===== config.mk =====
export PLATFORM = sky130hd
export DESIGN_NAME = odrg_unit
export DESIGN_NICKNAME = d
export VERILOG_FILES = /design/src/odrg_pkg.sv /design/src/odrg_ctrl_if.sv /design/src/tmr_voter.sv /design/src/odrg_regs.sv /design/src/odrg_mode_fsm.sv /design/src/odrg_bus_mux.sv /design/src/odrg_unit.sv
export VERILOG_INCLUDE_DIRS = /design/src
export SDC_FILE = /design/constraint.sdc
export NUM_CORES = 1
export LEC_CHECK = 0
export BUFFER_PORTS_ARGS = -buffer_cell sky130_fd_sc_hd__buf_2
export CAP_MARGIN = 15
export CORE_AREA = 4 4 427 429
export CTS_CLUSTER_SIZE = 14
export DETAILED_ROUTE_END_ITERATION = 10
export DIE_AREA = 0 0 431 433
export PLACE_DENSITY = 0.3
export REMOVE_ABC_BUFFERS = 1
export SLEW_MARGIN = 20
export SYNTH_ARGS = -nofsm -noshare
export SYNTH_HDL_FRONTEND = slang
export SYNTH_SLANG_ARGS = --single-unit

===== constraint.sdc =====
create_clock -name clk_i -period 4.8 [get_ports clk_i]
set_input_delay 0.96 -clock clk_i [delete_from_list [all_inputs] [get_ports clk_i]]
set_output_delay 0.96 -clock clk_i [all_outputs]
set_load 0.01 [all_outputs]

===== src/odrg_defs.svh =====
// Width, register map and mode-word bit macros; include wherever these constants are needed
`ifndef ODRG_DEFS_SVH
`define ODRG_DEFS_SVH

// Bus widths
`define ODRG_ADDR_W 32
`define ODRG_DATA_W 32
`define ODRG_BE_W   4

// Register block address map
`define ODRG_REG_AW        3
`define ODRG_REG_MODE      3'd0
`define ODRG_REG_SP_STORE  3'd1
`define ODRG_REG_MISMATCH0 3'd2
`define ODRG_REG_MISMATCH1 3'd3
`define ODRG_REG_MISMATCH2 3'd4

// Bit positions inside the mode word
`define ODRG_MODE_SPLIT     0
`define ODRG_MODE_DELAY     1
`define ODRG_MODE_SETBACK   2
`define ODRG_MODE_RELOAD_SB 3
`define ODRG_MODE_FORCE     4

`endif


===== src/odrg_pkg.sv =====
// Mode and payload types of the lockstep supervisor, imported by the RTL modules that use them
`include "odrg_defs.svh"

package odrg_pkg;

  // Redundancy mode of the three cores
  typedef enum logic [1:0] {
    NON_TMR,
    TMR_RUN,
    TMR_UNLOAD,
    TMR_RELOAD
  } redundancy_mode_e;

  // One core's instruction fetch request
  typedef struct packed {
    logic                    instr_req;
    logic [`ODRG_ADDR_W-1:0] instr_addr;
  } fetch_payload_t;

  // One core's data request fields, voted only while the request is active
  typedef struct packed {
    logic [`ODRG_ADDR_W-1:0] add;
    logic                    wen;
    logic [`ODRG_DATA_W-1:0] wdata;
    logic [`ODRG_BE_W-1:0]   be;
  } data_payload_t;

  // Flags of the mode word that steer the FSM
  typedef struct packed {
    logic split;
    logic delay_resynch;
    logic setback;
    logic reload_setback;
  } mode_cfg_t;

endpackage


===== src/odrg_ctrl_if.sv =====
// Configuration levels and event pulses between the register block and the mode FSM
`timescale 1ns/1ps

interface odrg_ctrl_if import odrg_pkg::*; ();

  // Levels from the register block
  mode_cfg_t  cfg;
  logic       force_resynch;
  logic       sp_store_nonzero;
  // High in the cycle where zero is written to the state-pointer store
  logic       sp_store_clear_wr;

  // Single-cycle pulses from the FSM
  logic       force_ack;
  logic [2:0] mismatch_inc;

  modport regs (
    output cfg,
    output force_resynch,
    output sp_store_nonzero,
    output sp_store_clear_wr,
    input  force_ack,
    input  mismatch_inc
  );

  modport fsm (
    input  cfg,
    input  force_resynch,
    input  sp_store_nonzero,
    input  sp_store_clear_wr,
    output force_ack,
    output mismatch_inc
  );

endinterface


===== src/tmr_voter.sv =====
// Bitwise three-way majority voter over any packed payload type, with per-core error flags
`timescale 1ns/1ps

module tmr_voter #(
  parameter type payload_t = logic
) (
  input  payload_t   a_i,
  input  payload_t   b_i,
  input  payload_t   c_i,
  output payload_t   majority_o,
  output logic [2:0] error_cba_o,
  output logic       multi_error_o
);

  logic [$bits(payload_t)-1:0] a_bits;
  logic [$bits(payload_t)-1:0] b_bits;
  logic [$bits(payload_t)-1:0] c_bits;
  logic [$bits(payload_t)-1:0] maj_bits;

  assign a_bits = a_i;
  assign b_bits = b_i;
  assign c_bits = c_i;

  // Each bit takes the value held by at least two cores
  assign maj_bits   = (a_bits & b_bits) | (a_bits & c_bits) | (b_bits & c_bits);
  assign majority_o = payload_t'(maj_bits);

  // Bit k flags core k deviating from the majority anywhere
  assign error_cba_o[0] = (a_bits != maj_bits);
  assign error_cba_o[1] = (b_bits != maj_bits);
  assign error_cba_o[2] = (c_bits != maj_bits);

  // Two or more deviating cores
  assign multi_error_o = (error_cba_o[0] & error_cba_o[1]) |
                         (error_cba_o[0] & error_cba_o[2]) |
                         (error_cba_o[1] & error_cba_o[2]);

endmodule


===== src/odrg_regs.sv =====
// Register block with mode word, state-pointer store and mismatch counters on a plain strobe
`timescale 1ns/1ps
`include "odrg_defs.svh"

module odrg_regs import odrg_pkg::*; (
  input  logic                    clk_i,
  input  logic                    rst_ni,
  input  logic                    reg_req_i,
  input  logic                    reg_we_i,
  input  logic [`ODRG_REG_AW-1:0] reg_addr_i,
  input  logic [`ODRG_DATA_W-1:0] reg_wdata_i,
  output logic [`ODRG_DATA_W-1:0] reg_rdata_o,
  odrg_ctrl_if.regs               ctrl
);

  mode_cfg_t                    cfg_q;
  logic                         force_q;
  logic [`ODRG_DATA_W-1:0]      sp_store_q;
  logic [2:0][`ODRG_DATA_W-1:0] mismatch_q;
  logic                         wr_en;

  assign wr_en = reg_req_i & reg_we_i;

  // Mode word; the force bit clears itself once the FSM takes it
  always_ff @(posedge clk_i or negedge rst_ni) begin
    if (!rst_ni) begin
      cfg_q   <= '0;
      force_q <= 1'b0;
    end else if (wr_en && reg_addr_i == `ODRG_REG_MODE) begin
      cfg_q.split          <= reg_wdata_i[`ODRG_MODE_SPLIT];
      cfg_q.delay_resynch  <= reg_wdata_i[`ODRG_MODE_DELAY];
      cfg_q.setback        <= reg_wdata_i[`ODRG_MODE_SETBACK];
      cfg_q.reload_setback <= reg_wdata_i[`ODRG_MODE_RELOAD_SB];
      force_q              <= reg_wdata_i[`ODRG_MODE_FORCE];
    end else if (ctrl.force_ack) begin
      force_q <= 1'b0;
    end
  end

  always_ff @(posedge clk_i or negedge rst_ni) begin
    if (!rst_ni) begin
      sp_store_q <= '0;
    end else if (wr_en && reg_addr_i == `ODRG_REG_SP_STORE) begin
      sp_store_q <= reg_wdata_i;
    end
  end

  // Per-core counters, a write loads the value
  for (genvar i = 0; i < 3; i++) begin : gen_mismatch_cnt
    logic cnt_wr;

    assign cnt_wr = wr_en && (int'(reg_addr_i) == `ODRG_REG_MISMATCH0 + i);

    always_ff @(posedge clk_i or negedge rst_ni) begin
      if (!rst_ni) begin
        mismatch_q[i] <= '0;
      end else if (cnt_wr) begin
        mismatch_q[i] <= reg_wdata_i;
      end else if (ctrl.mismatch_inc[i]) begin
        mismatch_q[i] <= mismatch_q[i] + 1'b1;
      end
    end
  end

  always_comb begin
    reg_rdata_o = '0;
    case (reg_addr_i)
      `ODRG_REG_MODE: begin
        reg_rdata_o[`ODRG_MODE_SPLIT]     = cfg_q.split;
        reg_rdata_o[`ODRG_MODE_DELAY]     = cfg_q.delay_resynch;
        reg_rdata_o[`ODRG_MODE_SETBACK]   = cfg_q.setback;
        reg_rdata_o[`ODRG_MODE_RELOAD_SB] = cfg_q.reload_setback;
        reg_rdata_o[`ODRG_MODE_FORCE]     = force_q;
      end
      `ODRG_REG_SP_STORE:  reg_rdata_o = sp_store_q;
      `ODRG_REG_MISMATCH0: reg_rdata_o = mismatch_q[0];
      `ODRG_REG_MISMATCH1: reg_rdata_o = mismatch_q[1];
      `ODRG_REG_MISMATCH2: reg_rdata_o = mismatch_q[2];
      default:             reg_rdata_o = '0;
    endcase
  end

  assign ctrl.cfg               = cfg_q;
  assign ctrl.force_resynch     = force_q;
  assign ctrl.sp_store_nonzero  = (sp_store_q != '0);
  assign ctrl.sp_store_clear_wr = wr_en && (reg_addr_i == `ODRG_REG_SP_STORE) &&
                                  (reg_wdata_i == '0);

endmodule


===== src/odrg_mode_fsm.sv =====
// Redundancy mode FSM; decides resynchronization, setback pulses and mismatch counting
`timescale 1ns/1ps

module odrg_mode_fsm import odrg_pkg::*; (
  input  logic             clk_i,
  input  logic             rst_ni,
  input  logic [2:0]       error_cba_i,
  input  logic             cores_synch_i,
  odrg_ctrl_if.fsm         ctrl,
  output redundancy_mode_e red_mode_o,
  output logic             setback_o
);

  redundancy_mode_e red_mode_d, red_mode_q;
  logic             setback_d, setback_q;
  logic             mismatch;
  logic             single_core;

  assign mismatch    = (error_cba_i != 3'b000);
  assign single_core = (error_cba_i == 3'b001) || (error_cba_i == 3'b010) ||
                       (error_cba_i == 3'b100);

  // Later checks override earlier ones
  always_comb begin
    red_mode_d        = red_mode_q;
    setback_d         = 1'b0;
    ctrl.force_ack    = 1'b0;
    ctrl.mismatch_inc = 3'b000;

    if (red_mode_q == TMR_RUN) begin
      ctrl.force_ack = ctrl.force_resynch;
      if (single_core) begin
        ctrl.mismatch_inc = error_cba_i;
      end
      if ((mismatch || ctrl.force_resynch) && !ctrl.cfg.delay_resynch) begin
        red_mode_d = TMR_UNLOAD;
      end
    end

    // Software has saved the state, reload it
    if (red_mode_q == TMR_UNLOAD && ctrl.sp_store_nonzero) begin
      red_mode_d = TMR_RELOAD;
      setback_d  = ctrl.cfg.setback;
    end

    if (red_mode_q == TMR_RELOAD) begin
      if (!ctrl.sp_store_nonzero) begin
        red_mode_d = TMR_RUN;
      end else if (mismatch && ctrl.cfg.setback && ctrl.cfg.reload_setback &&
                   !ctrl.sp_store_clear_wr) begin
        // Fault during reload restarts the cores again
        setback_d = 1'b1;
      end
    end

    if (red_mode_q == TMR_RUN && ctrl.cfg.split) begin
      red_mode_d = NON_TMR;
    end

    // Rejoin only once the cores report identical state
    if (red_mode_q == NON_TMR && cores_synch_i && !ctrl.cfg.split) begin
      red_mode_d = TMR_RUN;
    end
  end

  always_ff @(posedge clk_i or negedge rst_ni) begin
    if (!rst_ni) begin
      red_mode_q <= TMR_RUN;
      setback_q  <= 1'b0;
    end else begin
      red_mode_q <= red_mode_d;
      setback_q  <= setback_d;
    end
  end

  assign red_mode_o = red_mode_q;
  assign setback_o  = setback_q;

endmodule


===== src/odrg_bus_mux.sv =====
// Steers fetch and data buses between cores and interconnect for lockstep or split mode
`timescale 1ns/1ps
`include "odrg_defs.svh"

module odrg_bus_mux import odrg_pkg::*; (
  input  redundancy_mode_e              red_mode_i,
  input  fetch_payload_t                fetch_i,
  input  logic                          data_req_i,
  input  data_payload_t                 data_i,
  // Core side
  input  logic [2:0]                    core_instr_req_i,
  input  logic [2:0][`ODRG_ADDR_W-1:0]  core_instr_addr_i,
  output logic [2:0]                    core_instr_gnt_o,
  output logic [2:0][`ODRG_DATA_W-1:0]  core_instr_rdata_o,
  output logic [2:0]                    core_instr_rvalid_o,
  input  logic [2:0]                    core_data_req_i,
  input  logic [2:0][`ODRG_ADDR_W-1:0]  core_data_add_i,
  input  logic [2:0]                    core_data_wen_i,
  input  logic [2:0][`ODRG_DATA_W-1:0]  core_data_wdata_i,
  input  logic [2:0][`ODRG_BE_W-1:0]    core_data_be_i,
  output logic [2:0]                    core_data_gnt_o,
  output logic [2:0][`ODRG_DATA_W-1:0]  core_data_rdata_o,
  output logic [2:0]                    core_data_rvalid_o,
  // Interconnect side
  output logic [2:0]                    intc_instr_req_o,
  output logic [2:0][`ODRG_ADDR_W-1:0]  intc_instr_addr_o,
  input  logic [2:0]                    intc_instr_gnt_i,
  input  logic [2:0][`ODRG_DATA_W-1:0]  intc_instr_rdata_i,
  input  logic [2:0]                    intc_instr_rvalid_i,
  output logic [2:0]                    intc_data_req_o,
  output logic [2:0][`ODRG_ADDR_W-1:0]  intc_data_add_o,
  output logic [2:0]                    intc_data_wen_o,
  output logic [2:0][`ODRG_DATA_W-1:0]  intc_data_wdata_o,
  output logic [2:0][`ODRG_BE_W-1:0]    intc_data_be_o,
  input  logic [2:0]                    intc_data_gnt_i,
  input  logic [2:0][`ODRG_DATA_W-1:0]  intc_data_rdata_i,
  input  logic [2:0]                    intc_data_rvalid_i
);

  logic split;

  assign split = (red_mode_i == NON_TMR);

  always_comb begin
    // Address and data fields of lanes 1 and 2 pass through in every mode
    intc_instr_addr_o = core_instr_addr_i;
    intc_data_add_o   = core_data_add_i;
    intc_data_wen_o   = core_data_wen_i;
    intc_data_wdata_o = core_data_wdata_i;
    intc_data_be_o    = core_data_be_i;

    if (split) begin
      intc_instr_req_o    = core_instr_req_i;
      intc_data_req_o     = core_data_req_i;
      core_instr_gnt_o    = intc_instr_gnt_i;
      core_instr_rdata_o  = intc_instr_rdata_i;
      core_instr_rvalid_o = intc_instr_rvalid_i;
      core_data_gnt_o     = intc_data_gnt_i;
      core_data_rdata_o   = intc_data_rdata_i;
      core_data_rvalid_o  = intc_data_rvalid_i;
    end else begin
      // Lane 0 carries the voted request, lanes 1 and 2 stay silent
      intc_instr_req_o     = {2'b00, fetch_i.instr_req};
      intc_instr_addr_o[0] = fetch_i.instr_addr;
      intc_data_req_o      = {2'b00, data_req_i};
      intc_data_add_o[0]   = data_i.add;
      intc_data_wen_o[0]   = data_i.wen;
      intc_data_wdata_o[0] = data_i.wdata;
      intc_data_be_o[0]    = data_i.be;

      // Lane 0 responses go to all cores
      core_instr_gnt_o    = {3{intc_instr_gnt_i[0]}};
      core_instr_rdata_o  = {3{intc_instr_rdata_i[0]}};
      core_instr_rvalid_o = {3{intc_instr_rvalid_i[0]}};
      core_data_gnt_o     = {3{intc_data_gnt_i[0]}};
      core_data_rdata_o   = {3{intc_data_rdata_i[0]}};
      core_data_rvalid_o  = {3{intc_data_rvalid_i[0]}};
    end
  end

endmodule


===== src/odrg_unit.sv =====
// Top of the triple-core lockstep supervisor; place between three cores and the interconnect
`timescale 1ns/1ps
`include "odrg_defs.svh"

module odrg_unit import odrg_pkg::*; (
  input  logic                          clk_i,
  input  logic                          rst_ni,
  // Register access
  input  logic                          reg_req_i,
  input  logic                          reg_we_i,
  input  logic [`ODRG_REG_AW-1:0]       reg_addr_i,
  input  logic [`ODRG_DATA_W-1:0]       reg_wdata_i,
  output logic [`ODRG_DATA_W-1:0]       reg_rdata_o,
  // Status
  output logic                          single_mismatch_o,
  output logic                          triple_mismatch_o,
  output logic [2:0]                    core_error_o,
  output logic                          resynch_req_o,
  input  logic                          cores_synch_i,
  output logic [2:0]                    core_setback_o,
  // Core side
  input  logic [2:0]                    core_instr_req_i,
  input  logic [2:0][`ODRG_ADDR_W-1:0]  core_instr_addr_i,
  output logic [2:0]                    core_instr_gnt_o,
  output logic [2:0][`ODRG_DATA_W-1:0]  core_instr_rdata_o,
  output logic [2:0]                    core_instr_rvalid_o,
  input  logic [2:0]                    core_data_req_i,
  input  logic [2:0][`ODRG_ADDR_W-1:0]  core_data_add_i,
  input  logic [2:0]                    core_data_wen_i,
  input  logic [2:0][`ODRG_DATA_W-1:0]  core_data_wdata_i,
  input  logic [2:0][`ODRG_BE_W-1:0]    core_data_be_i,
  output logic [2:0]                    core_data_gnt_o,
  output logic [2:0][`ODRG_DATA_W-1:0]  core_data_rdata_o,
  output logic [2:0]                    core_data_rvalid_o,
  // Interconnect side
  output logic [2:0]                    intc_instr_req_o,
  output logic [2:0][`ODRG_ADDR_W-1:0]  intc_instr_addr_o,
  input  logic [2:0]                    intc_instr_gnt_i,
  input  logic [2:0][`ODRG_DATA_W-1:0]  intc_instr_rdata_i,
  input  logic [2:0]                    intc_instr_rvalid_i,
  output logic [2:0]                    intc_data_req_o,
  output logic [2:0][`ODRG_ADDR_W-1:0]  intc_data_add_o,
  output logic [2:0]                    intc_data_wen_o,
  output logic [2:0][`ODRG_DATA_W-1:0]  intc_data_wdata_o,
  output logic [2:0][`ODRG_BE_W-1:0]    intc_data_be_o,
  input  logic [2:0]                    intc_data_gnt_i,
  input  logic [2:0][`ODRG_DATA_W-1:0]  intc_data_rdata_i,
  input  logic [2:0]                    intc_data_rvalid_i
);

  fetch_payload_t [2:0] fetch_in;
  data_payload_t  [2:0] data_in;
  fetch_payload_t       fetch_voted;
  data_payload_t        data_voted;
  logic                 data_req;
  logic [2:0]           main_error_cba;
  logic [2:0]           data_error_cba;
  logic                 main_multi;
  logic                 data_multi;
  redundancy_mode_e     red_mode;
  logic                 setback;

  odrg_ctrl_if ctrl_if ();

  for (genvar i = 0; i < 3; i++) begin : gen_payload
    assign fetch_in[i] = {core_instr_req_i[i], core_instr_addr_i[i]};
    assign data_in[i]  = {core_data_add_i[i], core_data_wen_i[i], core_data_wdata_i[i],
                          core_data_be_i[i]};
  end

  // The request strobe picks the majority and gates the data vote
  assign data_req = (core_data_req_i[0] & core_data_req_i[1]) |
                    (core_data_req_i[0] & core_data_req_i[2]) |
                    (core_data_req_i[1] & core_data_req_i[2]);

  tmr_voter #(
    .payload_t(fetch_payload_t)
  ) main_voter (
    .a_i          (fetch_in[0]),
    .b_i          (fetch_in[1]),
    .c_i          (fetch_in[2]),
    .majority_o   (fetch_voted),
    .error_cba_o  (main_error_cba),
    .multi_error_o(main_multi)
  );

  tmr_voter #(
    .payload_t(data_payload_t)
  ) data_voter (
    .a_i          (data_in[0]),
    .b_i          (data_in[1]),
    .c_i          (data_in[2]),
    .majority_o   (data_voted),
    .error_cba_o  (data_error_cba),
    .multi_error_o(data_multi)
  );

  // Data fields only matter while a data access is requested
  always_comb begin
    core_error_o      = main_error_cba;
    triple_mismatch_o = main_multi;
    if (data_req) begin
      core_error_o      = main_error_cba | data_error_cba;
      triple_mismatch_o = main_multi | data_multi;
    end
  end

  assign single_mismatch_o = (core_error_o != 3'b000);
  assign resynch_req_o     = single_mismatch_o && (red_mode == TMR_RUN);
  assign core_setback_o    = {3{setback}};

  odrg_regs i_regs (
    .clk_i      (clk_i),
    .rst_ni     (rst_ni),
    .reg_req_i  (reg_req_i),
    .reg_we_i   (reg_we_i),
    .reg_addr_i (reg_addr_i),
    .reg_wdata_i(reg_wdata_i),
    .reg_rdata_o(reg_rdata_o),
    .ctrl       (ctrl_if)
  );

  odrg_mode_fsm i_mode_fsm (
    .clk_i        (clk_i),
    .rst_ni       (rst_ni),
    .error_cba_i  (core_error_o),
    .cores_synch_i(cores_synch_i),
    .ctrl         (ctrl_if),
    .red_mode_o   (red_mode),
    .setback_o    (setback)
  );

  odrg_bus_mux i_bus_mux (
    .red_mode_i         (red_mode),
    .fetch_i            (fetch_voted),
    .data_req_i         (data_req),
    .data_i             (data_voted),
    .core_instr_req_i   (core_instr_req_i),
    .core_instr_addr_i  (core_instr_addr_i),
    .core_instr_gnt_o   (core_instr_gnt_o),
    .core_instr_rdata_o (core_instr_rdata_o),
    .core_instr_rvalid_o(core_instr_rvalid_o),
    .core_data_req_i    (core_data_req_i),
    .core_data_add_i    (core_data_add_i),
    .core_data_wen_i    (core_data_wen_i),
    .core_data_wdata_i  (core_data_wdata_i),
    .core_data_be_i     (core_data_be_i),
    .core_data_gnt_o    (core_data_gnt_o),
    .core_data_rdata_o  (core_data_rdata_o),
    .core_data_rvalid_o (core_data_rvalid_o),
    .intc_instr_req_o   (intc_instr_req_o),
    .intc_instr_addr_o  (intc_instr_addr_o),
    .intc_instr_gnt_i   (intc_instr_gnt_i),
    .intc_instr_rdata_i (intc_instr_rdata_i),
    .intc_instr_rvalid_i(intc_instr_rvalid_i),
    .intc_data_req_o    (intc_data_req_o),
    .intc_data_add_o    (intc_data_add_o),
    .intc_data_wen_o    (intc_data_wen_o),
    .intc_data_wdata_o  (intc_data_wdata_o),
    .intc_data_be_o     (intc_data_be_o),
    .intc_data_gnt_i    (intc_data_gnt_i),
    .intc_data_rdata_i  (intc_data_rdata_i),
    .intc_data_rvalid_i (intc_data_rvalid_i)
  );

endmodule


### After elaboration in Yosys (flattened, before gate mapping)

Cells that the tools add are included.

* add/subtract/negate cells: 3
* eq/ne operators: 16
* muxes and demuxes: 39
* bitwise logic cells: 28
* reductions and logical operators: 30

Operator list (number)
* $mux 32: 9
* $and 69x69->69: 3
* $ne 69x69->1: 3
* $mux 96: 2
* $or 69x69->69: 2
* $pmux 27 s4: 1
* $and 33x33->33: 3
* $ne 33x33->1: 3
* $add 32x1->32 const B: 3
* $or 33x33->33: 2
* $logic_not 32->1: 1
* $reduce_bool 32->1: 1
* $mux 3: 9
* $pmux 5 s5: 1
* $logic_and 1x1->1: 15
* $mux 2: 7
* $and 1x1->1: 10
* $eq 3x2->1 const B: 3
* $mux 1: 9
* $reduce_bool 2->1: 4
* $or 1x1->1: 7
* $eq 3x1->1 const B: 2
* $eq 3x3->1 const B: 2
* $eq 2x2->1 const B: 2
* other kinds (8): 12

* register bits: 136
* bits of input ports: 553
* output and inout port bits: 554
* logic and storage cells: 127

### Logic depth before layout (Yosys ltp)

Gate-level depths: netlist of run 1.

* depth after elaboration: 16
* gate-level depth with buffers: 12

### By module

From an unflattened synthesis of run 1, not the netlist that was laid out.

* cells, all modules: 2456
* area total of the unflattened synthesis: 19381.1 um^2

By module, submodules not included
* odrg_regs: instances 1, cells each 841, area an instance 7673.6 um^2, sequential area each 3328.2 um^2
* odrg_bus_mux: instances 1, cells each 540, area an instance 4929.7 um^2, sequential area each 0.0 um^2
* tmr_voter (data_voter): instances 1, cells each 693, area an instance 4394.2 um^2, sequential area each 0.0 um^2
* tmr_voter (main_voter): instances 1, cells each 346, area an instance 2075.7 um^2, sequential area each 0.0 um^2
* odrg_mode_fsm: instances 1, cells each 23, area an instance 211.5 um^2, sequential area each 76.3 um^2
* odrg_unit: instances 1, cells each 13, area an instance 96.3 um^2, sequential area each 0.0 um^2

### Worst setup path after synthesis of run 1

Ideal clock, no wire load.

* kind: input -> output
* start: in core_data_add_i[79] (netlist bit)
* end: out resynch_req_o
* arrival time: 3.492 ns
* slack: 0.348 ns
* cell stages on the path: 10
* buffers on the path: 2
* cells stage by stage: and3b_1 -> nor4_2 -> o2111ai_1 -> or4_1 -> or4_4 -> o31a_1 -> buf_6 -> buf_6 -> nor3_1 -> a21oi_1

* longest elaborated chain between the ends: 8

RTL lines
* start: declaration: line odrg_unit.sv:28 `` input logic [2:0][`ODRG_ADDR_W-1:0] core_data_add_i, ``
* $and 69x69->69: line tmr_voter.sv:25 `assign maj_bits = (a_bits & b_bits) | (a_bits & c_bits) | (b_bits & c_bits);`
* $or 69x69->69 (2 in series): line tmr_voter.sv:25
* $ne 69x69->1, on equally long branches: line tmr_voter.sv:29, tmr_voter.sv:30, tmr_voter.sv:31
* $or 3x3->3 *: line odrg_unit.sv:103 `core_error_o = main_error_cba | data_error_cba;`
* $mux 3 *: line odrg_unit.sv:102 `if (data_req) begin`
* $reduce_bool 3->1 *: line odrg_unit.sv:108 `assign single_mismatch_o = (core_error_o != 3'b000);`
* $logic_and 1x1->1 *: line odrg_unit.sv:109 `assign resynch_req_o = single_mismatch_o && (red_mode == TMR_RUN);`
* end: declaration: line odrg_unit.sv:18 `output logic resynch_req_o,`

Every way passes the cells marked *; elsewhere a longest branch is shown, timed or not.

### Final worst setup path of run 1

* start: in core_data_add_i[79] (netlist bit)
* end: out triple_mismatch_o

* longest elaborated chain between the ends: 9

RTL lines
* $and 69x69->69: line tmr_voter.sv:25
* $or 69x69->69 (2 in series): line tmr_voter.sv:25
* $ne 69x69->1, on equally long branches: line tmr_voter.sv:29, tmr_voter.sv:30, tmr_voter.sv:31
* $and 1x1->1, on equally long branches: line tmr_voter.sv:34, tmr_voter.sv:35
* $or 1x1->1: line tmr_voter.sv:34 `assign multi_error_o = (error_cba_o[0] & error_cba_o[1]) |`
* $or 1x1->1 *: line tmr_voter.sv:35 `(error_cba_o[0] & error_cba_o[2]) |`
* $or 1x1->1 *: line odrg_unit.sv:104 `triple_mismatch_o = main_multi | data_multi;`
* $mux 1 *: line odrg_unit.sv:102
* end: declaration: line odrg_unit.sv:16 `output logic triple_mismatch_o,`

Marked as above.

==> results.txt, run 1 <==
----------------------------------------------------
[Run status]
  Status ... finished, violations left
  Violations in the final reports ... setup timing

[Critical path]
  Longest individual stage delay on the worst path ... a little under 0.6 ns
  Arr. time, crit path ... slightly below 4 ns
  Reg2reg start ... i_regs.mismatch_q[2]$_DFFE_PN0P_
  Critical path buffers and inverters ... 2
  Instance count on the critical path ... 11
  Critical path data required time ... ~3.8 ns
  Library cell contributing the largest single delay on the critical path ... sky130_fd_sc_hd__or4_4
  Endpoint of the worst register-to-register path ... i_regs.mismatch_q[31]$_DFFE_PN0P_
  Crit. End Element ... output port
  Critical-path maximum fanout ... 2
  Top delay family on crit path ... simple AND/OR/NAND/NOR gates
  Cells along the critical path ... buf_6, and3b_2, nor4_2, o2111ai_1, or4_4, or4_4, or3_1, maj3_2, nand2_2, o21ai_4, buf_6
  FF-to-FF setup slack ... 1.57 ns
  Critical path class ... in -> out
  Sort of element at the start of the critical path ... input port
  Logic depth of the worst register-to-register path ... 9

[Power and ir drop]
  Peak VDD IR ... ~180 uV
  Design Power ... 6.35 mW
  Power per Cell Area ... about 220 nW/um2
  Leakage ... 13.5 nW

[Layout]
  Area occupied by registers ... roughly 3400 um2
  Utilization of the core after routing ... 16.5%
  Share of layout cells above drive strength 1 ... 36.9%
  Post-Layout Cell Count ... about 6400
  Synth-to-Final Area Change ... 43.4%
  Multi-input combinational cell area ... between 10000 and 15000 um2
  Final net count ... ~4500
  Number of fillers in the final layout ... between 20000 and 25000

[STA]
  Max-Slew Margin vs Limit ... 38.9%
  Setup violators final ... 1
  Period utilization ... 100%
  Unrepaired setup endpoints after global routing ... yes
  Count of endpoints failing hold in the final timing report ... 0
  Transition time at the pin with the least slew margin ... 0.914 ns
  Total Negative Setup Slacks ... -0.0110 ns
  Clock Skew ... 0.0115 ns
  Crit path time final ... approximately 4.8 ns
  Post-route setup slack ... -0.0110 ns
  Number of pins exceeding their max-slew limit in the final report ... 0
  Fmax achieved ... around 0.21 GHz

[Synthesis]
  Asr flop ratio synth ... 100%
  Post-synthesis share of cell area spent on and, or, nand and nor gates ... between 40% and 50%
  Prevailing post-synth register cell ... sky130_fd_sc_hd__dfrtp_1
  Cell Area, Synth ... 20500 um2
  Average instance area after synthesis ... 6.80 um2
  Count of yosys warnings during synthesis ... 0
  Number of register bits inferred by synthesis ... between 100 and 150
  Share of synthesized area occupied by flip-flops and latches ... around 17%
  Count of mapped cells out of synthesis ... approximately 3000
  Multiplexer area fraction after synthesis ... approximately 3.9%
  Post-Synth Adder-Cell Area ... less than 1%
  Compound-Gate Fraction of Synth Area ... roughly a fifth
  Count of different cell masters after synthesis ... 67
  Synth Area in XOR/XNOR ... 2.22%
  Largest family of logic cells by synthesized area ... simple AND/OR/NAND/NOR gates
  Number of synthesized flops with an enable pin ... 0

[Clocking]
  Skew-Pair Late Insertion Delay ... between 0.4 and 0.5 ns
  Deepest clock path buffer count ... 2
  Root cell of the clock tree ... sky130_fd_sc_hd__clkbuf_16
  Cts bufs inserted ... 17
  Clock transition at the registers of the reported paths ... approximately 0.060 ns
  TritonCTS clock tree ... yes
  Clock sink count ... roughly 140
  Level count of the clock H-tree ... 4

[Route]
  Length of the first detailed-routing pass in iterations ... 8
  Average vias per placed instance ... between 4 and 5
  Total vias in the final route ... between 20000 and 30000
  Aggregate routed wire length ... between 200000 and 250000 um
  Initial DRC count ... ~2100
  Average detailed-routed wire length per instance ... between 30 and 40 um
  Remaining number of nets flagged by the antenna check after routing ... 0
  Number of DRC violations after detailed routing ... 0

[Global routing]
  Number of antenna violations at the first check in global routing ... around 130
  Overflow after GRT ... 0
  Largest net degree at the start of global routing ... between 70 and 80
  Via count of the first global-routing pass ... between 20000 and 30000
  Global-route wire length before repair ... between 200000 and 300000 um
  Global routing usage summed across all routing layers ... around 22%

[Floorplanning]
  I/O pins ... between 1000 and 1500
  Placeable core area ... between 150000 and 200000 um2
  Die Wd ... roughly 430 um
  Starting density of the core ... 11.5%
  Die Ht ... between 400 and 500 um
  Row count ... ~160
  Overall die area ... between 150000 and 200000 um2

[Flow run]
  Max cap viols ... 0

[Place]
  Total of buffers placed on input and output ports ... between 1000 and 1500
  Cell count after placement ... 6316
  RePlAce Congestion ... about 0.93
  Detailed-placement wirelength estimate ... around 190000 um

[Worst hold path]
  Kind of path behind the tightest hold check ... in -> async

----------------------------------------------------
-- through the flow --
stage / hold WS, ns / area, um2 / worst slack, ns
3_5_place_dp: 0.528 / 28400 / -0.590
6_report: 0.539 / 29400 / -0.0110
5_1_grt: 0.554 / 29400 / -0.0554
3_3_place_gp: 0.523 / 28400 / -0.832
2_1_floorplan: 0.474 / 18000 / -4.34
4_1_cts: 0.540 / 29100 / -0.0473
-- where the power goes --
| group | internal, mW | switching [mW] |
|---|---|---|
| clock | 0.826 | 0.594 |
| combinational | 1.12 | 2.12 |
| sequential | 1.35 | 0.330 |
| total | 3.30 | 3.05 |
-- placed cells by master (no fill, tap or decap), drive strengths merged, types with 85 or more instances in the layout --
master / count
a21oi: 156
a22oi: 85
and3b: 161
buf: 1345
dfrtp: 135
inv: 127
nand2: 560
nor2: 98
nor3b: 185
nor4: 129
o21ai: 280
-- sequential cells by signal (all words and copies together) (netlist names) --
register and cells:
i_mode_fsm.red_mode_o 2, i_mode_fsm.setback_o 1, i_regs.ctrl.cfg 4, i_regs.ctrl.force_resynch 1, i_regs.mismatch_q 96, i_regs.sp_store_q 32
-- metal layers --
metal | vias up | wire length [um] | GRT usage [%]
li1 | 12701 | - | -
met1 | 13603 | 73600 | 22.1
met2 | 1231 | 112000 | 40.9
met3 | 396 | 16200 | 5.93
met4 | 24 | 16300 | 13.3
met5 | - | 163 | 0
-- logic make-up (layout without fill, tap and decap cells) --
logic type | count (synthesis) | after routing
other cells | 0 | 53
buf+inv | 526 | 1505
compound gates | 701 | 701
mux | 72 | 72
fa+ha+maj | 4 | 4
simple gates | 1524 | 1524
xor+xnor | 52 | 52
flops | 136 | 136
-- what timing repair did --
item | CTS | global route
pin swaps | 10 | 16
endpoints found under the setup margin | 5 | 4
gates resized for setup | 22 | 35
setup buffers | 1 | 0
endpoints found under the hold margin | 0 | 0
hold buffers | 0 | 0
-- final cells by class --
type,count,area share [%]
antenna,53,0.451
clock buffer,19,1.51
clock inverter,13,0.523
inverter,127,1.62
multi-input combinational,2353,48.7
sequential,136,11.6
tap,2355,10.0
timing repair buffer,1346,25.6
-- Yosys cell counts (58+ instances only) --
cell type | n | area share, %
sky130_fd_sc_hd__and3b_1 | 161 | 6.9
sky130_fd_sc_hd__buf_4 | 274 | 10
sky130_fd_sc_hd__nand2b_1 | 58 | 1.8
sky130_fd_sc_hd__nor4_1 | 122 | 3.7
sky130_fd_sc_hd__o21ai_0 | 237 | 5.8
sky130_fd_sc_hd__nor3b_1 | 185 | 6.8
sky130_fd_sc_hd__nor2_1 | 98 | 1.8
sky130_fd_sc_hd__clkbuf_1 | 111 | 2.0
sky130_fd_sc_hd__nand2_1 | 560 | 10
sky130_fd_sc_hd__inv_1 | 126 | 2.3
sky130_fd_sc_hd__nand4_1 | 61 | 1.9
sky130_fd_sc_hd__a21oi_1 | 156 | 3.8
sky130_fd_sc_hd__dfrtp_1 | 135 | 16
sky130_fd_sc_hd__a22oi_1 | 85 | 3.1
sky130_fd_sc_hd__o22ai_1 | 61 | 1.9
-- worst max path at each step --
stage	from	end	slack, ns
after global routing	core_data_add_i[79]	triple_mismatch_o	-0.06
final	core_data_add_i[79]	triple_mismatch_o	-0.01
after CTS	core_data_add_i[15]	triple_mismatch_o	-0.05
after floorplan	i_mode_fsm.red_mode_o[1]$_DFF_PN0_	intc_data_req_o[0]	-4.34
after global placement	core_data_wdata_i[66]	triple_mismatch_o	-0.83
after detailed placement	core_data_wdata_i[66]	triple_mismatch_o	-0.59
Note: power is estimated with default switching activity, not from simulation.
==> inputs of run 2 (changes only) <==
--- a/config.mk
+++ b/config.mk
@@ -6,12 +6,15 @@
 export SDC_FILE = /design/constraint.sdc
 export NUM_CORES = 1
 export LEC_CHECK = 0
+export ABC_AREA = 1
 export BUFFER_PORTS_ARGS = -buffer_cell sky130_fd_sc_hd__buf_2
 export CAP_MARGIN = 15
 export CORE_AREA = 4 4 427 429
 export CTS_CLUSTER_SIZE = 14
 export DETAILED_ROUTE_END_ITERATION = 10
 export DIE_AREA = 0 0 431 433
+export GPL_ROUTABILITY_DRIVEN = 1
+export HOLD_SLACK_MARGIN = 0.02
 export PLACE_DENSITY = 0.3
 export REMOVE_ABC_BUFFERS = 1
 export SLEW_MARGIN = 20
==> run 2 against run 1 <==
  * The run now ends clean
  * Power decreased by 2.5%
  * Flip-flop and latch count unchanged
  * Non-clock buffer count fell by 183
  * Sequential share of layout area is 0.72 points higher
  * Cell count grew 8.6%
  * Count of clock-buffer cells in the layout up 1
  * Synthesized cell count rose by 24%
  * Critical path type unchanged
  * Die area stayed put
  * Largest power group unchanged
  * Utilization decreased by 0.96 points
  * Largest cell class unchanged
  * First-iteration DRC count increased by 11%
  * Critical path depth is 8 higher
==> results.txt, run 2 <==
----------------------------------------------------
[Run status]
  Status ... finished clean

[Global routing]
  Global routing usage summed across all routing layers ... 19.7% (-2.4 points)
  Number of antenna violations at the first check in global routing ... 78 (-41%)
  Global-route wire length before repair ... 250000 um (-8.7%)
  Overflow after GRT ... 0 (unchanged)
  Largest net degree at the start of global routing ... 145 (+100%)
  Via count of the first global-routing pass ... 26607 (+2.6%)

[Place]
  Detailed-placement wirelength estimate ... 174000 um (-9.1%)
  Cell count after placement ... 6896 (+9.2%)
  RePlAce Congestion ... 0.972 (+4.6%)
  Post-place instance area ... 27000 um2 (-5.0%)
  Total of buffers placed on input and output ports ... 1106 (unchanged)
  Place WS ... -0.0867 ns (+0.503 ns)

[STA]
  Clock Skew ... 0.00973 ns (-0.00178 ns)
  Transition time at the pin with the least slew margin ... 0.895 ns (-0.0188 ns)
  Fmax achieved ... 0.223 GHz (+7.4%)
  Unrepaired setup endpoints after global routing ... no
  Post-route setup slack ... 0.319 ns (+0.331 ns)
  Crit path time final ... 4.48 ns (-0.331 ns)
  Count of endpoints failing hold in the final timing report ... 0 (unchanged)
  Period utilization ... 93.3% (-6.9 points)
  Number of pins exceeding their max-slew limit in the final report ... 0 (unchanged)
  Setup violators final ... 0 (-1)
  Worst hold slack across all endpoints ... 0.484 ns (-0.0556 ns)
  Max-Slew Margin vs Limit ... 39.7% (+0.78 points)

[Clocking]
  Root cell of the clock tree ... sky130_fd_sc_hd__clkbuf_16
  Number of buffers inserted by post-CTS setup repair ... 0 (-1)
  Deepest clock path buffer count ... 2 (unchanged)
  TritonCTS clock tree ... yes
  Level count of the clock H-tree ... 4 (unchanged)
  Cts bufs inserted ... 17 (unchanged)
  Clock sink count ... 136 (unchanged)
  Skew-Pair Late Insertion Delay ... 0.45 ns (about the same)
  Clock transition at the registers of the reported paths ... 0.07 ns (about the same)
  Number of hold buffers added after CTS ... 0 (unchanged)

[Synthesis]
  Count of yosys warnings during synthesis ... 0 (unchanged)
  Count of mapped cells out of synthesis ... 3751 (+24%)
  Most common cell in the synthesized netlist ... sky130_fd_sc_hd__nand2_1
  Average instance area after synthesis ... 5.47 um2 (-20%)
  Count of different cell masters after synthesis ... 48 (-28%)
  Cell Area, Synth ... 20500 um2 (about the same)
  Asr flop ratio synth ... 100% (unchanged)
  Most area-consuming cells after synthesis ... sky130_fd_sc_hd__nand2_1, sky130_fd_sc_hd__dfrtp_1, sky130_fd_sc_hd__o21ai_0
  Number of register bits inferred by synthesis ... 136 (unchanged)
  Share of Yosys cell area claimed by the top area cell type ... 20.1% (+3.6 points)
  Share of synthesized area occupied by flip-flops and latches ... 16.6% (about the same)
  Most instantiated cells after synthesis ... sky130_fd_sc_hd__nand2_1, sky130_fd_sc_hd__o21ai_0, sky130_fd_sc_hd__inv_1
  Number of synthesized flops with an enable pin ... 0 (unchanged)
  Prevailing post-synth register cell ... sky130_fd_sc_hd__dfrtp_1
  Cell type contributing the most total cell area after synthesis ... sky130_fd_sc_hd__nand2_1

[Power and ir drop]
  Design Power ... 6.19 mW (-2.5%)
  Portion of total power attributed to the clock network ... 23.6% (+1.2 points)
  Peak VDD IR ... 257 uV (+40%)
  Leakage ... 14.5 nW (+7.8%)
  Logic pwr share ... 48.4% (-2.8 points)
  Fraction of power spent switching nets ... 48.0% (about the same)
  Power per Cell Area ... 224 nW/um2 (+3.6%)
  Net switching power figure ... 2.97 mW (-2.6%)
  Sequential power share ... 28.0% (+1.5 points)
  Internal power of the cells ... 3.22 mW (-2.4%)

[Critical path]
  Critical-path maximum fanout ... 6 (+4)
  Crit. End Element ... output port
  Most frequent CP cell ... sky130_fd_sc_hd__nor2_1
  Cells along the critical path ... buf_2, inv_1, nand3_1, nand2_1, nor2_1, nand2_1, nor2_1, nand2_1, nor2_1, nand3_1, buf_4, nand2_1, nand2_2, nor2_4, inv_1, nor2_1, buf_4, nor2_1, buf_2
  Critical path class ... in -> out
  Sort of element at the start of the critical path ... input port
  Longest individual stage delay on the worst path ... 0.28 ns (-0.31 ns)
  Critical path data required time ... 3.84 ns (about the same)
  Arr. time, crit path ... 3.52 ns (-0.33 ns)
  Logic depth of the worst register-to-register path ... 11 (+2)
  Library cell contributing the largest single delay on the critical path ... sky130_fd_sc_hd__nor2_1

[Route]
  Total vias in the final route ... 28486 (+1.9%)
  Average vias per placed instance ... 4.10 (-6.2%)
  Remaining number of nets flagged by the antenna check after routing ... 0 (unchanged)
  Initial DRC count ... 2305 (+11%)
  Average detailed-routed wire length per instance ... 27.9 um (-18%)
  Number of DRC violations after detailed routing ... 0 (unchanged)
  Aggregate routed wire length ... 194000 um (-11%)
  Length of the first detailed-routing pass in iterations ... 5 (-3)

[Layout]
  Most common library cell in the layout ignoring fill and taps ... sky130_fd_sc_hd__buf_2
  Number of fillers in the final layout ... 21113 (+2.2%)
  Synth-to-Final Area Change ... 35.0%
  Post-Layout Cell Count ... 6953 (+8.6%)
  Final net count ... 5116 (+13%)
  Fin area ... 27700 um2 (-5.8%)
  Share of layout cells above drive strength 1 ... 28.1% (-8.8 points)
  Max FFs per register ... 96 (unchanged)
  Commonest cells after routing, fill and taps aside ... sky130_fd_sc_hd__buf_2, sky130_fd_sc_hd__nand2_1, sky130_fd_sc_hd__o21ai_0, sky130_fd_sc_hd__inv_1, sky130_fd_sc_hd__nand3_1
  Register with the most flip-flops ... i_regs.mismatch_q

[Floorplanning]
  Die Ht ... 433 um (unchanged)
  Die Wd ... 431 um (unchanged)
  Overall die area ... 187000 um2 (unchanged)
  Starting density of the core ... 11.5% (about the same)
  Row count ... 155 (unchanged)
  Placeable core area ... 178000 um2 (unchanged)
  I/O pins ... 1107 (unchanged)

[Flow run]
  Max cap viols ... 0 (unchanged)

[Worst hold path]
  Worst Hold Depth ... 2
  Kind of path behind the tightest hold check ... reg -> reg

----------------------------------------------------
[run 2: logic make-up (layout without fill, tap and decap cells)]
logic type / count (synthesis) / count (layout) / synth area share [%]
compound gates: 782 / 782 / 20.3
buf+inv: 853 / 1675 / 21.0
simple gates: 1926 / 1926 / 39.8
xor+xnor: 50 / 50 / 2.13
flops: 136 / 136 / 16.6
fa+ha+maj: 4 / 4 / 0.232
other cells: 0 / 25 / 0
[run 2: worst paths after layout]
path / start / end / slack (ns)
setup reg to reg: i_regs.mismatch_q[32]$_DFFE_PN0P_ / i_regs.mismatch_q[58]$_DFFE_PN0P_ / 1.96
hold / removal: i_regs.mismatch_q[95]$_DFFE_PN0P_ / i_regs.mismatch_q[95]$_DFFE_PN0P_ / 0.48
max in group asynchronous: rst_ni / i_mode_fsm.red_mode_o[0]$_DFF_PN1_ / 3.24
hold reg to reg: i_regs.mismatch_q[95]$_DFFE_PN0P_ / i_regs.mismatch_q[95]$_DFFE_PN0P_ / 0.48
min in group asynchronous: rst_ni / i_regs.mismatch_q[3]$_DFFE_PN0P_ / 0.55
setup / recovery: core_data_wdata_i[81] / resynch_req_o / 0.32
[run 2: power groups by stage]
stage	registers, mW	logic, mW	clock network [mW]
2_1_floorplan	1.62	1.34	0
3_3_place_gp	1.75	3.03	0
3_5_place_dp	1.75	3.03	0
4_1_cts	1.73	3.04	1.49
5_1_grt	1.77	3.31	1.54
6_report	1.73	3.00	1.46
[run 2: repair_timing]
item / in CTS / in global routing
endpoints found under the hold margin: 0 / 0
gates resized for setup: 1 / 0
endpoints found under the setup margin: 2 / 0
[run 2: through the flow]
stage	util [%]	TNS [ns]
2_1_floorplan	-	-2372.37
3_3_place_gp	15.2	-0.214
3_5_place_dp	15.2	-0.172
4_1_cts	15.5	0
5_1_grt	15.5	0
6_report	15.5	0
[run 2: layout make-up]
cell class	instances	area, um2	share of cell area [%]
Antenna cell	25	62.6	0.226
Tap cell	2355	2950	10.6
Inverter	480	1810	6.53
Multi-Input combinational cell	2762	12800	46.3
Clock inverter	12	149	0.538
Sequential cell	136	3400	12.3
Timing Repair Buffer	1163	6030	21.8
Clock buffer	20	467	1.69
[run 2: worst max-delay path: cells and delay by family]
kind                   cells  cell delay, ns
AND/OR/NAND/NOR           13            1.58
buffers and inverters      6            0.94
[run 2: layer usage]
metal / vias to the layer above / global-route usage (%) / routed length (um)
li1: 13646 / - / -
met1: 13587 / 23.8 / 78300
met2: 1082 / 35.6 / 97600
met3: 163 / 3.70 / 11700
met4: 8 / 5.69 / 6050
met5: - / 0 / 65
==> inputs of run 3 (changes only) <==
--- a/config.mk
+++ b/config.mk
@@ -6,7 +6,6 @@
 export SDC_FILE = /design/constraint.sdc
 export NUM_CORES = 1
 export LEC_CHECK = 0
-export ABC_AREA = 1
 export BUFFER_PORTS_ARGS = -buffer_cell sky130_fd_sc_hd__buf_2
 export CAP_MARGIN = 15
 export CORE_AREA = 4 4 427 429
==> constraint.sdc (replaced) <==
create_clock -name clk_i -period 5.1 [get_ports clk_i]
set_input_delay 1.02 -clock clk_i [delete_from_list [all_inputs] [get_ports clk_i]]
set_output_delay 1.02 -clock clk_i [all_outputs]
set_load 0.01 [all_outputs]
==> run 3 against run 2 <==
  * Sequential power fell by 8%
  * First-iteration DRC count down 10%
  * Highest routed layer unchanged
  * Die area unchanged
  * Sequential share of layout area down 0.54 points
  * Combinational power about the same
  * Critical endpoint is now triple_mismatch_o
  * Power shrank 2.5%
  * Utilization increased by 0.72 points
  * Non-clock buffer count rose by 137
  * Design area rose by 4.6%
  * Count of clock-buffer cells in the layout increased by 3
  * Clock skew is 0.0017 ns higher
  * Global-route usage increased by 2.4 points
==> results.txt, run 3 (synthesis results as in run 1) <==
----------------------------------------------------
[Layout]
  Synth-to-Final Area Change ... 41.3%
  Share of layout cells above drive strength 1 ... 35.8% (+7.8 points)
  Commonest cells after routing, fill and taps aside ... sky130_fd_sc_hd__buf_2, sky130_fd_sc_hd__nand2_1, sky130_fd_sc_hd__o21ai_0, sky130_fd_sc_hd__nor3b_1, sky130_fd_sc_hd__buf_4
  Number of fillers in the final layout ... 20728 (-1.8%)
  Utilization of the core after routing ... 16.3% (+0.72 points)
  Multi-input combinational cell area ... 14200 um2 (+11%)
  Register with the most flip-flops ... i_regs.mismatch_q
  Max FFs per register ... 96 (unchanged)
  Fin area ... 29000 um2 (+4.6%)
  Final net count ... 4491 (-12%)
  Most common library cell in the layout ignoring fill and taps ... sky130_fd_sc_hd__buf_2
  Area occupied by registers ... 3400 um2 (unchanged)

[Flow run]
  Max cap viols ... 0 (unchanged)

[Route]
  Initial DRC count ... 2073 (-10%)
  Number of DRC violations after detailed routing ... 0 (unchanged)
  Average detailed-routed wire length per instance ... 34.3 um (+23%)
  Length of the first detailed-routing pass in iterations ... 5 (unchanged)
  Average vias per placed instance ... 4.39 (+7.2%)
  Remaining number of nets flagged by the antenna check after routing ... 0 (unchanged)
  Total vias in the final route ... 27866 (-2.2%)
  Aggregate routed wire length ... 217000 um (+12%)

[STA]
  Count of endpoints failing hold in the final timing report ... 0 (unchanged)
  Unrepaired setup endpoints after global routing ... no
  Total Negative Setup Slacks ... 0 ns (unchanged)
  Max-Slew Margin vs Limit ... 23.6% (-16 points)
  Clock Skew ... 0.0115 ns (+0.00174 ns)
  Crit path time final ... a little over 5 ns
  Post-route setup slack ... 0.0264 ns (-0.293 ns)
  Worst hold slack across all endpoints ... 0.541 ns (+0.0572 ns)
  Setup violators final ... 0 (unchanged)
  Number of pins exceeding their max-slew limit in the final report ... 0 (unchanged)
  Transition time at the pin with the least slew margin ... 1.12 ns (+0.223 ns)
  Fmax achieved ... 0.197 GHz
  Period utilization ... ~99%

[Critical path]
  FF-to-FF setup slack ... 1.75 ns (-0.21 ns)
  Critical-path maximum fanout ... 3 (-3)
  Sort of element at the start of the critical path ... input port
  Arr. time, crit path ... 4.05 ns (+0.53 ns)
  Critical path class ... in -> out
  Crit. End Element ... output port
  Critical path data required time ... 4.08 ns (+0.24 ns)

[Floorplanning]
  Die Wd ... 431 um (unchanged)
  Placeable core area ... 178000 um2 (unchanged)
  Starting density of the core ... 11.5% (about the same)
  I/O pins ... 1107 (unchanged)
  Row count ... 155 (unchanged)
  Die Ht ... 433 um (unchanged)
  Overall die area ... 187000 um2 (unchanged)

[Global routing]
  Global-route wire length before repair ... 273000 um (+9.5%)
  Via count of the first global-routing pass ... 25960 (-2.4%)
  Largest net degree at the start of global routing ... 76 (-48%)
  Overflow after GRT ... 0 (unchanged)
  Global routing usage summed across all routing layers ... 22.1% (+2.4 points)
  Number of antenna violations at the first check in global routing ... 140 (+79%)

[Place]
  Post-place instance area ... 28100 um2 (+4.0%)
  Detailed-placement wirelength estimate ... 191000 um (+9.7%)
  Total of buffers placed on input and output ports ... 1106 (unchanged)
  RePlAce Congestion ... 0.924 (-4.9%)
  Place WS ... -0.513 ns (-0.427 ns)

[Clocking]
  TritonCTS clock tree ... yes
  Clock transition at the registers of the reported paths ... 0.06 ns (about the same)
  Deepest clock path buffer count ... 2 (unchanged)
  Skew-Pair Late Insertion Delay ... 0.46 ns (about the same)
  Number of hold buffers added after CTS ... 0 (unchanged)
  Root cell of the clock tree ... sky130_fd_sc_hd__clkbuf_16
  Level count of the clock H-tree ... 4 (unchanged)
  Cts bufs inserted ... 17 (unchanged)
  Clock sink count ... 136 (unchanged)

[Worst hold path]
  Kind of path behind the tightest hold check ... reg -> reg

[Power and ir drop]
  Power per Cell Area ... 208 nW/um2 (-6.8%)
  Peak VDD IR ... 163 uV (-36%)
  Leakage ... 13.3 nW (-8.8%)

[Run status]
  Status ... finished clean

----------------------------------------------------
## run 3: cell types whose count changed in the layout (fill, tap and decap cells not counted), sizes merged, moves of 178 or more
cell   before  now
nor3b       7  185
inv       480  127
nand3     417   55
nand2    1104  560
o21ai     659  280
nor2      280   98
## run 3: cell type report
type | count | area share (%)
well taps | 2355 | 10.2
diodes | 43 | 0.371
multi-input cells | 2353 | 49.1
clock buffers | 23 | 1.65
flip-flops and latches | 136 | 11.8
clock inverters | 8 | 0.579
inverters | 127 | 1.65
repair buffers | 1300 | 24.7
## run 3: metal layers
| layer | share of wire, % | vias to the layer above | track usage [%] |
|---|---|---|---|
| met5 | 0.079 | - | 0 |
| met4 | 7.5 | 26 | 12.9 |
| met3 | 7.7 | 391 | 6.18 |
| met2 | 51 | 1202 | 40.7 |
| met1 | 34 | 13640 | 22.3 |
| li1 | - | 12607 | - |
## run 3: what timing repair did
action,in CTS,in global routing
resized for setup,9,18
setup buffers,1,0
endpoints found under the setup margin,3,3
pin swaps,2,7
## run 3: power by group
part / total (mW) / internal [mW] / switching, mW
combinational: 2.99 / 1.02 / 1.97
sequential: 1.60 / 1.27 / 0.327
clock: 1.45 / 0.903 / 0.545
## run 3: per-stage QoR
step | instances | power [mW]
after floorplan | 2616 | 2.51
after global placement | 6270 | 4.60
after detailed placement | 6270 | 4.61
after CTS | 6302 | 6.07
after global routing | 6337 | 6.33
final | 6345 | 6.04
## run 3: final timing paths
| check | cells after the start | startpoint | endpoint |
|---|---|---|---|
| worst min-delay path | 1 | i_regs.sp_store_q[19]$_DFFE_PN0P_ | i_regs.sp_store_q[19]$_DFFE_PN0P_ |
| worst min register to register | 1 | i_regs.sp_store_q[19]$_DFFE_PN0P_ | i_regs.sp_store_q[19]$_DFFE_PN0P_ |
| worst max-delay path | 11 | core_data_wdata_i[66] | triple_mismatch_o |
| min in group asynchronous | 1 | rst_ni | i_regs.sp_store_q[18]$_DFFE_PN0P_ |
| max in group asynchronous | 2 | rst_ni | i_mode_fsm.red_mode_o[0]$_DFF_PN1_ |
| worst max register to register | 9 | i_regs.mismatch_q[2]$_DFFE_PN0P_ | i_regs.mismatch_q[31]$_DFFE_PN0P_ |
## run 3: worst max-delay path, stage by stage
cell and delay, ns:
sky130_fd_sc_hd__clkbuf_4 0.16, sky130_fd_sc_hd__and3b_2 0.28, sky130_fd_sc_hd__nor4_4 0.29, sky130_fd_sc_hd__o2111ai_2 0.15, sky130_fd_sc_hd__or4_4 0.53, sky130_fd_sc_hd__or4_4 0.60
sky130_fd_sc_hd__or3_1 0.34, sky130_fd_sc_hd__maj3_2 0.30, sky130_fd_sc_hd__nand2_2 0.10, sky130_fd_sc_hd__o21ai_4 0.10, sky130_fd_sc_hd__buf_6 0.15
